--- src/design/rv_alu_pkg.sv ---
`default_nettype none

package rv_alu_pkg;

  // datapath width of the RV64 integer unit
  localparam int XLEN    = 64;

  // log2(XLEN), low bits of rs2 used as shift amount
  localparam int SHAMT_W = 6;

  // ALU opcodes seen by the execute stage
  typedef enum logic [3:0] {
    ALUOP_ADD  = 4'd0,  // a + b
    ALUOP_SUB  = 4'd1,  // a - b
    ALUOP_SLL  = 4'd2,  // logical left
    ALUOP_SRL  = 4'd3,  // logical right
    ALUOP_SRA  = 4'd4,  // arithmetic right
    ALUOP_AND  = 4'd5,
    ALUOP_OR   = 4'd6,
    ALUOP_XOR  = 4'd7,
    ALUOP_SLT  = 4'd8,  // signed compare, 0/1
    ALUOP_SLTU = 4'd9   // unsigned compare, 0/1
  } alu_op_e;
  // codes 10..15 are unused and give a zero result

endpackage : rv_alu_pkg

`default_nettype wire
--- src/design/ex_stage.sv ---
`default_nettype none
`timescale 1ns/1ps

module ex_stage
  import rv_alu_pkg::*;
(
  input  wire logic            clk_i,
  input  wire logic            rst_n_i,
  input  wire logic            valid_i,   // one-cycle operation strobe
  input  wire alu_op_e         op_i,
  input  wire logic [XLEN-1:0] a_i,
  input  wire logic [XLEN-1:0] b_i,
  output logic                 valid_o,   // result valid, one cycle after valid_i
  output logic      [XLEN-1:0] result_o,
  output logic                 zf_o,
  output logic                 of_o,
  output logic                 cf_o,
  output logic                 sf_o,
  output logic                 lt_o
);

  logic [XLEN-1:0] alu_result;
  logic            alu_zf;
  logic            alu_of;
  logic            alu_cf;
  logic            alu_sf;
  logic            alu_lt;

  logic            valid_q;
  logic [XLEN-1:0] result_q;
  logic            zf_q;
  logic            of_q;
  logic            cf_q;
  logic            sf_q;
  logic            lt_q;

  alu u_alu (
    .a_i      (a_i),
    .op_i     (op_i),
    .b_i      (b_i),
    .result_o (alu_result),
    .zf_o     (alu_zf),
    .of_o     (alu_of),
    .cf_o     (alu_cf),
    .sf_o     (alu_sf),
    .lt_o     (alu_lt)
  );

  // no back-pressure, valid just follows the strobe
  always_ff @(posedge clk_i) begin
    if (!rst_n_i) begin
      valid_q <= 1'b0;
    end else begin
      valid_q <= valid_i;
    end
  end

  // capture only on an operation, outputs hold otherwise
  always_ff @(posedge clk_i) begin
    if (!rst_n_i) begin
      result_q <= '0;
      zf_q     <= 1'b0;
      of_q     <= 1'b0;
      cf_q     <= 1'b0;
      sf_q     <= 1'b0;
      lt_q     <= 1'b0;
    end else if (valid_i) begin
      result_q <= alu_result;
      zf_q     <= alu_zf;
      of_q     <= alu_of;
      cf_q     <= alu_cf;
      sf_q     <= alu_sf;
      lt_q     <= alu_lt;
    end
  end

  assign valid_o  = valid_q;
  assign result_o = result_q;
  assign zf_o     = zf_q;
  assign of_o     = of_q;
  assign cf_o     = cf_q;
  assign sf_o     = sf_q;
  assign lt_o     = lt_q;

endmodule : ex_stage

`default_nettype wire

--- src/design/alu.sv ---
`default_nettype none
`timescale 1ns/1ps

module alu
  import rv_alu_pkg::*;
(
  input  wire logic [XLEN-1:0] a_i,
  input  wire alu_op_e         op_i,
  input  wire logic [XLEN-1:0] b_i,
  output logic      [XLEN-1:0] result_o,
  output logic                 zf_o,
  output logic                 of_o,
  output logic                 cf_o,
  output logic                 sf_o,
  output logic                 lt_o
);

  logic            sub_sel;    // adder in subtract mode
  logic            shr_sel;    // shifter right
  logic            sra_sel;    // shifter arithmetic
  logic [XLEN-1:0] sum;
  logic [XLEN-1:0] shift_res;
  logic [XLEN-1:0] and_res;
  logic [XLEN-1:0] or_res;
  logic [XLEN-1:0] xor_res;
  logic            add_zf;
  logic            add_of;
  logic            add_cf;
  logic            add_sf;
  logic            add_lt;

  // compares need a - b as well
  assign sub_sel = (op_i == ALUOP_SUB) || (op_i == ALUOP_SLT) || (op_i == ALUOP_SLTU);
  assign shr_sel = (op_i == ALUOP_SRL) || (op_i == ALUOP_SRA);
  assign sra_sel = (op_i == ALUOP_SRA);

  alu_adder u_adder (
    .a_i   (a_i),
    .b_i   (b_i),
    .sub_i (sub_sel),
    .sum_o (sum),
    .zf_o  (add_zf),
    .of_o  (add_of),
    .cf_o  (add_cf),
    .sf_o  (add_sf),
    .lt_o  (add_lt)
  );

  alu_shifter u_shifter (
    .data_i  (a_i),
    .shamt_i (b_i[SHAMT_W-1:0]),  // upper bits of b ignored
    .right_i (shr_sel),
    .arith_i (sra_sel),
    .shift_o (shift_res)
  );

  assign and_res = a_i & b_i;
  assign or_res  = a_i | b_i;
  assign xor_res = a_i ^ b_i;

  always_comb begin
    unique case (op_i)
      ALUOP_ADD,
      ALUOP_SUB:  result_o = sum;
      ALUOP_SLL,
      ALUOP_SRL,
      ALUOP_SRA:  result_o = shift_res;
      ALUOP_AND:  result_o = and_res;
      ALUOP_OR:   result_o = or_res;
      ALUOP_XOR:  result_o = xor_res;
      ALUOP_SLT:  result_o = {{(XLEN-1){1'b0}}, add_lt};  // signed less than
      ALUOP_SLTU: result_o = {{(XLEN-1){1'b0}}, add_cf};  // borrow = unsigned less than
      default:    result_o = '0;                          // reserved codes
    endcase
  end

  // flags always come from the adder, add mode for non-arith ops
  assign zf_o = add_zf;
  assign of_o = add_of;
  assign cf_o = add_cf;
  assign sf_o = add_sf;
  assign lt_o = add_lt;

endmodule : alu

`default_nettype wire

--- src/design/alu_shifter.sv ---
`default_nettype none
`timescale 1ns/1ps

module alu_shifter
  import rv_alu_pkg::*;
(
  input  wire logic [XLEN-1:0]    data_i,
  input  wire logic [SHAMT_W-1:0] shamt_i,
  input  wire logic               right_i,  // SRL or SRA
  input  wire logic               arith_i,  // SRA, only meaningful with right_i
  output logic      [XLEN-1:0]    shift_o
);

  // pure wiring, mirrors bit i to bit XLEN-1-i
  function automatic logic [XLEN-1:0] bit_rev(input logic [XLEN-1:0] v);
    logic [XLEN-1:0] r;
    r = '0;
    for (int i = 0; i < XLEN; i++) begin
      r[i] = v[XLEN-1-i];
    end
    return r;
  endfunction

  logic [XLEN-1:0] data_rev;
  logic [XLEN-1:0] shl_in;    // operand fed to the single left shifter
  logic [XLEN-1:0] shl_out;
  logic [XLEN-1:0] sll_res;
  logic [XLEN-1:0] srl_res;
  logic [XLEN-1:0] sra_mask;  // ones where the shifted data survives
  logic [XLEN-1:0] sra_res;
  logic            sign;

  assign data_rev = bit_rev(data_i);
  assign shl_in   = right_i ? data_rev : data_i;  // right shift as a reversed left shift

  assign shl_out = shl_in << shamt_i;

  assign sll_res = shl_out;
  assign srl_res = bit_rev(shl_out);  // undo the reversal

  // vacated high bits get the sign
  assign sign     = data_i[XLEN-1];
  assign sra_mask = {XLEN{1'b1}} >> shamt_i;
  assign sra_res  = (srl_res & sra_mask) | ({XLEN{sign}} & ~sra_mask);

  always_comb begin
    if (!right_i) begin
      shift_o = sll_res;
    end else if (arith_i) begin
      shift_o = sra_res;
    end else begin
      shift_o = srl_res;
    end
  end

endmodule : alu_shifter

`default_nettype wire

--- src/design/alu_adder.sv ---
`default_nettype none
`timescale 1ns/1ps

module alu_adder
  import rv_alu_pkg::*;
(
  input  wire logic [XLEN-1:0] a_i,
  input  wire logic [XLEN-1:0] b_i,
  input  wire logic            sub_i,   // 1: a - b, 0: a + b
  output logic      [XLEN-1:0] sum_o,
  output logic                 zf_o,
  output logic                 of_o,
  output logic                 cf_o,
  output logic                 sf_o,
  output logic                 lt_o
);

  logic [XLEN:0] a_ext;    // double sign bit operand a
  logic [XLEN:0] b_ext;    // double sign bit operand b, inverted for sub
  logic [XLEN:0] cin;      // +1 completes two's complement
  logic [XLEN:0] sum_ext;
  logic          carry;    // carry out of bit XLEN-1
  logic          ovf;

  assign a_ext   = {a_i[XLEN-1], a_i};
  assign b_ext   = {b_i[XLEN-1], b_i} ^ {(XLEN+1){sub_i}};
  assign cin     = {{XLEN{1'b0}}, sub_i};
  assign sum_ext = a_ext + b_ext + cin;

  // the extension bit is a63 ^ b63 ^ carry, so the carry falls out of it
  assign carry = sum_ext[XLEN] ^ a_ext[XLEN] ^ b_ext[XLEN];

  // sign bits disagree -> signed overflow
  assign ovf = sum_ext[XLEN] ^ sum_ext[XLEN-1];

  assign sum_o = sum_ext[XLEN-1:0];

  // zero test on the visible result, for sub identical to the 65-bit test
  assign zf_o = (sum_ext[XLEN-1:0] == '0);
  assign of_o = ovf;
  assign sf_o = sum_ext[XLEN-1];
  assign cf_o = sub_i ^ carry;                 // borrow under sub
  assign lt_o = ovf ^ sum_ext[XLEN-1];         // true sign of a - b

endmodule : alu_adder

`default_nettype wire

--- config.mk ---
export PLATFORM = sky130hd
export DESIGN_NAME = ex_stage
export DESIGN_NICKNAME = d
export VERILOG_FILES = /design/src/design/rv_alu_pkg.sv /design/src/design/ex_stage.sv /design/src/design/alu.sv /design/src/design/alu_shifter.sv /design/src/design/alu_adder.sv
export SDC_FILE = /design/constraint.sdc
export NUM_CORES = 1
export LEC_CHECK = 0
export ABC_AREA = 1
export BUFFER_PORTS_ARGS = -buffer_cell sky130_fd_sc_hd__buf_4
export CAP_MARGIN = 20
export CORE_MARGIN = 2
export CORE_UTILIZATION = 35
export DETAILED_ROUTE_END_ITERATION = 10
export PLACE_DENSITY = 0.53
export SYNTH_ARGS = -nofsm -noshare
export SYNTH_HDL_FRONTEND = slang
export SYNTH_SLANG_ARGS = --single-unit
--- constraint.sdc ---
create_clock -name clk_i -period 3.6 [get_ports clk_i]
set_input_delay 0.36 -clock clk_i [delete_from_list [all_inputs] [get_ports clk_i]]
set_output_delay 0.36 -clock clk_i [all_outputs]
set_load 0.01 [all_outputs]
# [Yosys cells after proc, flatten, opt, wreduce, memory -nomap -nowiden]
# Cells that the tools add are included.
[totals] ff_bits=70 in_bits=135 out_inout_bits=70 elab_cells=44
[op_classes] addsub=2 bitwise=13 reduce_logical=7 shifts=2 n_eq_ne=9 n_mux=4
[op_table] cell="case mux 64 bit (7 select lines)" n=1
[op_table] cell="bitwise AND 64 bit" n=3
[op_table] cell="2-to-1 mux 64 bit" n=3
[op_table] cell="OR 64 bit" n=2
[op_table] cell="adder 65 x 1 -> 65 bit" n=1
[op_table] cell="adder 65 bit" n=1
[op_table] cell="XOR 65 bit" n=1
[op_table] cell="logical NOT 64 bit" n=1
[op_table] cell="inverter 64 bit" n=1
[op_table] cell="<< shifter 64 x 6 -> 64 bit" n=1
[op_table] cell="right shift 64 x 6 -> 64 bit (first input constant)" n=1
[op_table] cell="XOR 64 bit" n=1
[op_table] cell="equality test 4 x 3 -> 1 bit (second input constant)" n=4
[op_table] cell="equality test 4 x 2 -> 1 bit (second input constant)" n=2
[op_table] cell="equality test 4 bit (second input constant)" n=2
[op_table] cell="XOR 1 bit" n=5
[op_table] cell="equality test 4 x 1 -> 1 bit (second input constant)" n=1
[op_table] cell="logical NOT 4 bit" n=1
[op_table] cell="logical OR 1 bit" n=3
[op_table] cell="OR reduction 3 bit" n=1
[op_table] cell="OR reduction 2 bit" n=1

# [Depth between registers and ports, before layout]
[depth] depth_word=10 depth_mapped=27 depth_no_buf=25

# [Hierarchy]
# A second synthesis with hierarchy kept.
[hier_totals] hier_cells=4330 hier_area_um2=21456.8
[by_module_without_submodules] module="alu_adder" seq_area_each_um2=0.0 instances=1 area_each_um2=7228.2 cells_per_inst=1507
[by_module_without_submodules] module="alu_shifter" seq_area_each_um2=0.0 instances=1 area_each_um2=6507.5 cells_per_inst=1421
[by_module_without_submodules] module="alu" seq_area_each_um2=0.0 instances=1 area_each_um2=4887.2 cells_per_inst=962
[by_module_without_submodules] module="ex_stage" seq_area_each_um2=1401.3 instances=1 area_each_um2=2834.0 cells_per_inst=440

# [Least setup slack after synthesis]
# No wires, ideal clock.
[synth_timing] path_type="input -> register" startpoint="input op_i[1]" endpoint="register result_q[0], in the netlist result_o[0]" setup_slack_ns=0.263 setup_time_ns=0.134 required_ns=3.466 arrival_time_ns=3.203 cell_stages=23 path_buffers=3 cell_sequence="buf_4 nor2_1 nand2_1 buf_2 buf_1 xor2_1 ha_1 nand2_1 nor2_1 inv_1 nor3_1 nand2_1 nand2_1 nand2_1 nand2_1 nand2_1 nand2_1 xor2_1 nor2_1 nor3_1 nand3_1 nand2_1 a21oi_1"
[synth_via] elab_chain_len=10 word_cells_on_any_way=30 classes_between="2 x add/sub; 9 x eq/ne; 1 x shift; 4 x mux; 8 x bitwise; 6 x reduce/logical"
[synth_lines] element="start: declaration" line_no="ex_stage.sv:10" text="input wire alu_op_e op_i,"
[synth_lines] element="equality test 4 x 1 -> 1 bit / equality test 4 bit (equally long branches)" line_no="alu.sv:33, alu.sv:62"
[synth_lines] element="logical OR 1 bit (2 in series)" line_no="alu.sv:33" text="assign sub_sel = (op_i == ALUOP_SUB) || (op_i == ALUOP_SLT) || (op_i == ALUOP_SLTU);"
[synth_lines] element="XOR 65 bit" line_no="alu_adder.sv:26" text="assign b_ext = {b_i[XLEN-1], b_i} ^ {(XLEN+1){sub_i}};"
[synth_lines] element="adder 65 bit" line_no="alu_adder.sv:28" text="assign sum_ext = a_ext + b_ext + cin;"
[synth_lines] element="adder 65 x 1 -> 65 bit" line_no="alu_adder.sv:28"
[synth_lines] element="XOR 1 bit (2 in series)" line_no="alu_adder.sv:31" text="assign carry = sum_ext[XLEN] ^ a_ext[XLEN] ^ b_ext[XLEN];"
[synth_lines] element="XOR 1 bit" line_no="alu_adder.sv:42" text="assign cf_o = sub_i ^ carry;"
[synth_lines] element="case mux 64 bit (7 select lines) (*)" line_no="alu.sv:62" text="unique case (op_i)"
[synth_lines] element="end signal: assignment" line_no="ex_stage.sv:68" text="result_q <= alu_result;"
[synth_lines] element="end: declaration" line_no="ex_stage.sv:30" text="logic [XLEN-1:0] result_q;"
# Every way passes the cells marked *; elsewhere a longest branch is shown, timed or not.
# A chain may end at the register's enable or synchronous reset.

# [Final worst setup path]
[layout_timing] startpoint="input op_i[1]" endpoint="register result_q[15], in the netlist result_o[15]"
[layout_via] elab_chain_len=9 word_cells_on_any_way=25 classes_between="2 x add/sub; 9 x eq/ne; 1 x shift; 4 x mux; 3 x bitwise; 6 x reduce/logical"
[layout_lines] element="parallel branches: the longest is 8 deep, another holds adder 65 bit"
[layout_lines] element="case mux 64 bit (7 select lines) (*)" line_no="alu.sv:62"
# Mark *: on every way between the ends.

==> flow_summary.toml <==
[sta]
timing.final.crit_share = 0.977
finalSetupViolCount = 0
slew_violations = 0
min_period_ns = 3.52
fin_tns_setup_ns = 0
worst_pin_slew_ns = 0.878
maxSlewHeadroom = 0.414
max_freq_ghz = 0.284
finalClockSkew_ns = 0
hold_viol_final = 0

[route]
met3WireLength_um = 11000
remaining_drc_errors = 0
maxUsedRoutingLayer = "met4"
wl_met1_um = 49400
via_per_inst = 5.64
vias = 27300
detail_route.wl_per_cell_um = 25.4
drt-initial-drc-count = 3416
dr.pass1.iters = 8
wl_met2_um = 52400
drt-total-wl_um = 123000
ant_nets = 0

[logic_synthesis]
ys.warnings.count = 0
synth_fp_nets = 3917
synth_edf_count = 0
syn_avg_cell_area_sq_um = 5.26
synth.area.top_cells = "nand2_1 (25%), nand3_1 (16%), ha_1 (13%)"
ys_seq_area_frac = 0.0742
synth_top_area_frac = 0.247
synth_cell_types = 53
syn-instance-count = 3590
yosysTopAreaCell = "nand2_1"
synth-seq-cells = 70
synthesis.area_sq_mm = 0.0189
synth_ff_type = "dfxtp_1"
async_flop_share = 0

[cts]
clockRootBuffer = "clkbuf_16"
tritoncts = "built"
cts_buffers = 9
clock_path_buffers = 2
clk_latency_ns = 0.35
clkSinkCount = 70
ctsHoldBuffers = 0
htreeDepth = 3
clkTransAtPathRegs_ns = 0.07

[setup_path]
cp_max_fo = 7
max_stage_delay_ns = 0.27
r2r_slack_ns = 2.86
crit_path_start_kind = "primary input"
arrival_ns = 3.79
r2r-start = "of_o"
crit_slowest_cell = "ha_1"
reg2reg_to = "of_o"
required_ns = 3.87
critPathCaptureType = "flop"
critPathKind = "primary input to flop"
reg2reg_depth = 4
cp_common_cell = "nand2_1"

[die]
fp.dieH_um = 236
initial_utilization = 0.352
placeableCoreArea_sq_mm = 0.0536
die_w_um = 236
ioPinCount = 205
die-area_sq_mm = 0.0558
core.rowCount = 85

[layout]
fin_nets = 4461
multi_input_area_sq_mm = 0.0159
drive_gt1_frac = 0.222
final_common_cell = "nand2_1"
syn_to_final_growth_pct = 35.7
fill_cells = 6029
regArea_sq_mm = 0.00140
final_cell_mix = "nand2_1 (1192), buf_4 (674), nand3_1 (582), inv_1 (415), nor2_1 (189)"
layout.cells.non_filler = 4837

[power_and_ir_drop]
swShare = 0.511
seq_power_share = 0.123
cellPowerDensity_mw_per_mm2 = 273
p_leak_uw = 0.0136
clkPwrFrac = 0.142
combPwrFrac = 0.736
switching_power_uw = 3570
ir_drop_mv = 0.238
intPower_uw = 3420

[global_route]
grt_overflow_total = 0
grt_max_degree = 71
grt_pass1_vias = 24900
gr-usage-all-layers = 0.419
antenna_found_initial = 3
grt_first_pass_wirelength_um = 171000

[worst_hold_path]
holdCritStartpoint = "rst_n_i"
hp-class = "primary input to flop"
whs_path_depth = 3
holdPathEnd = "valid_o"

[place]
place.gp.congestion = 1.07
dp_hpwl_um = 102000
port_buffers = 204
dp.cells = 4801

[run_status]
status = "finished, final reports clean"

[job]
maxCapViolCount = 0
[what timing repair did]
item / 4_1_cts / 5_1_grt
pin swaps: 0 / 40
hold endpoints to repair: 0 / 0
buffers inserted: 0 / 12
cloned: 0 / 6
endpoints found under the setup margin: 1 / 45
resized for setup: 5 / 196
[cell type report]
class | instances | area share
Multi-Input combinational cell | 2924 | 0.619
Antenna cell | 2 | 0.000195
Clock inverter | 7 | 0.00376
Timing Repair Buffer | 699 | 0.217
Tap cell | 696 | 0.0340
Clock buffer | 9 | 0.00879
Sequential cell | 70 | 0.0547
Inverter | 430 | 0.0630
[cells in the mapped netlist (3+ instances only)]
| library cell | n |
|---|---|
| o211ai_1 | 21 |
| nor2_1 | 233 |
| nand3b_1 | 13 |
| nor2_2 | 5 |
| a21oi_1 | 198 |
| buf_4 | 4 |
| o211ai_2 | 3 |
| o21bai_1 | 15 |
| inv_1 | 418 |
| buf_6 | 6 |
| xnor2_1 | 15 |
| nor4_1 | 9 |
| or2_2 | 3 |
| nand2_1 | 1242 |
| a211oi_1 | 5 |
| clkinv_1 | 6 |
| inv_2 | 6 |
| xor2_1 | 83 |
| nand4_1 | 15 |
| o31ai_1 | 5 |
| o21ai_0 | 110 |
| nand3_1 | 594 |
| o2111ai_1 | 17 |
| dfxtp_1 | 70 |
| buf_1 | 32 |
| a221oi_1 | 23 |
| a22o_1 | 4 |
| clkbuf_1 | 81 |
| nand2_2 | 4 |
| and2_1 | 3 |
| buf_2 | 42 |
| ha_1 | 191 |
| o21ai_1 | 54 |
| nor3_1 | 21 |
| a31oi_1 | 15 |
[critical path: cells and delay by family]
| kind | cells | cell delay [ns] |
|---|---|---|
| AOI/OAI and AO/OA | 2 | 0.34 |
| xor gates and xnor gates | 2 | 0.41 |
| adders and majority gates | 1 | 0.27 |
| buffers and inverters | 8 | 1.14 |
| and+or+nand+nor | 12 | 1.26 |
[stage by stage]
step | hold slack (ns) | setup slack (ns) | total power (uW) | util | area, sq um
4_1_cts | 0.224 | -0.0130 | 6580 | 0.461 | 24700
6_report | 0.229 | 0.0821 | 7000 | 0.478 | 25600
2_1_floorplan | 0.458 | 0.263 | 3130 | - | 18900
3_3_place_gp | 0.457 | -0.446 | 5610 | 0.454 | 24400
5_1_grt | 0.233 | -0.0776 | 7330 | 0.478 | 25600
3_5_place_dp | 0.458 | -0.449 | 5590 | 0.454 | 24400
[registers in the layout, indices dropped and copies added (netlist names)]
register	flops
cf_o	1
of_o	1
zf_o	1
result_o	64
valid_o	1
sf_o	1
lt_o	1
[worst max path at each step]
stage                 start      endpoint  depth (start not counted)  slack, ns
floorplan           op_i[1]   result_o[0]                         23       0.26
global placement    op_i[1]          zf_o                         23      -0.45
detailed placement  op_i[1]          zf_o                         23      -0.45
CTS                 op_i[1]          zf_o                         23      -0.01
global route        op_i[1]          zf_o                         22      -0.08
finish              op_i[1]  result_o[15]                         25       0.08
[logic make-up after synthesis]
group,count (synthesis),share of synthesized area
simple gates,2147,0.477
buf+inv,597,0.126
fa+ha+maj,192,0.128
flops,70,0.0742
xor+xnor,98,0.0455
compound gates,486,0.149
[power groups by stage]
stage	clock [uW]	sequential (uW)	combinational (uW)
2_1_floorplan	0	894	2240
3_3_place_gp	0	874	4740
3_5_place_dp	0	875	4720
4_1_cts	986	858	4740
5_1_grt	1020	863	5450
6_report	991	858	5150
[metal layers]
layer	vias to the layer above	track usage
met5	-	0
met1	12700	0.539
li1	12800	-
met4	0	0.273
met2	1490	0.655
met3	337	0.0611
Power figures use the tool's default switching activity.
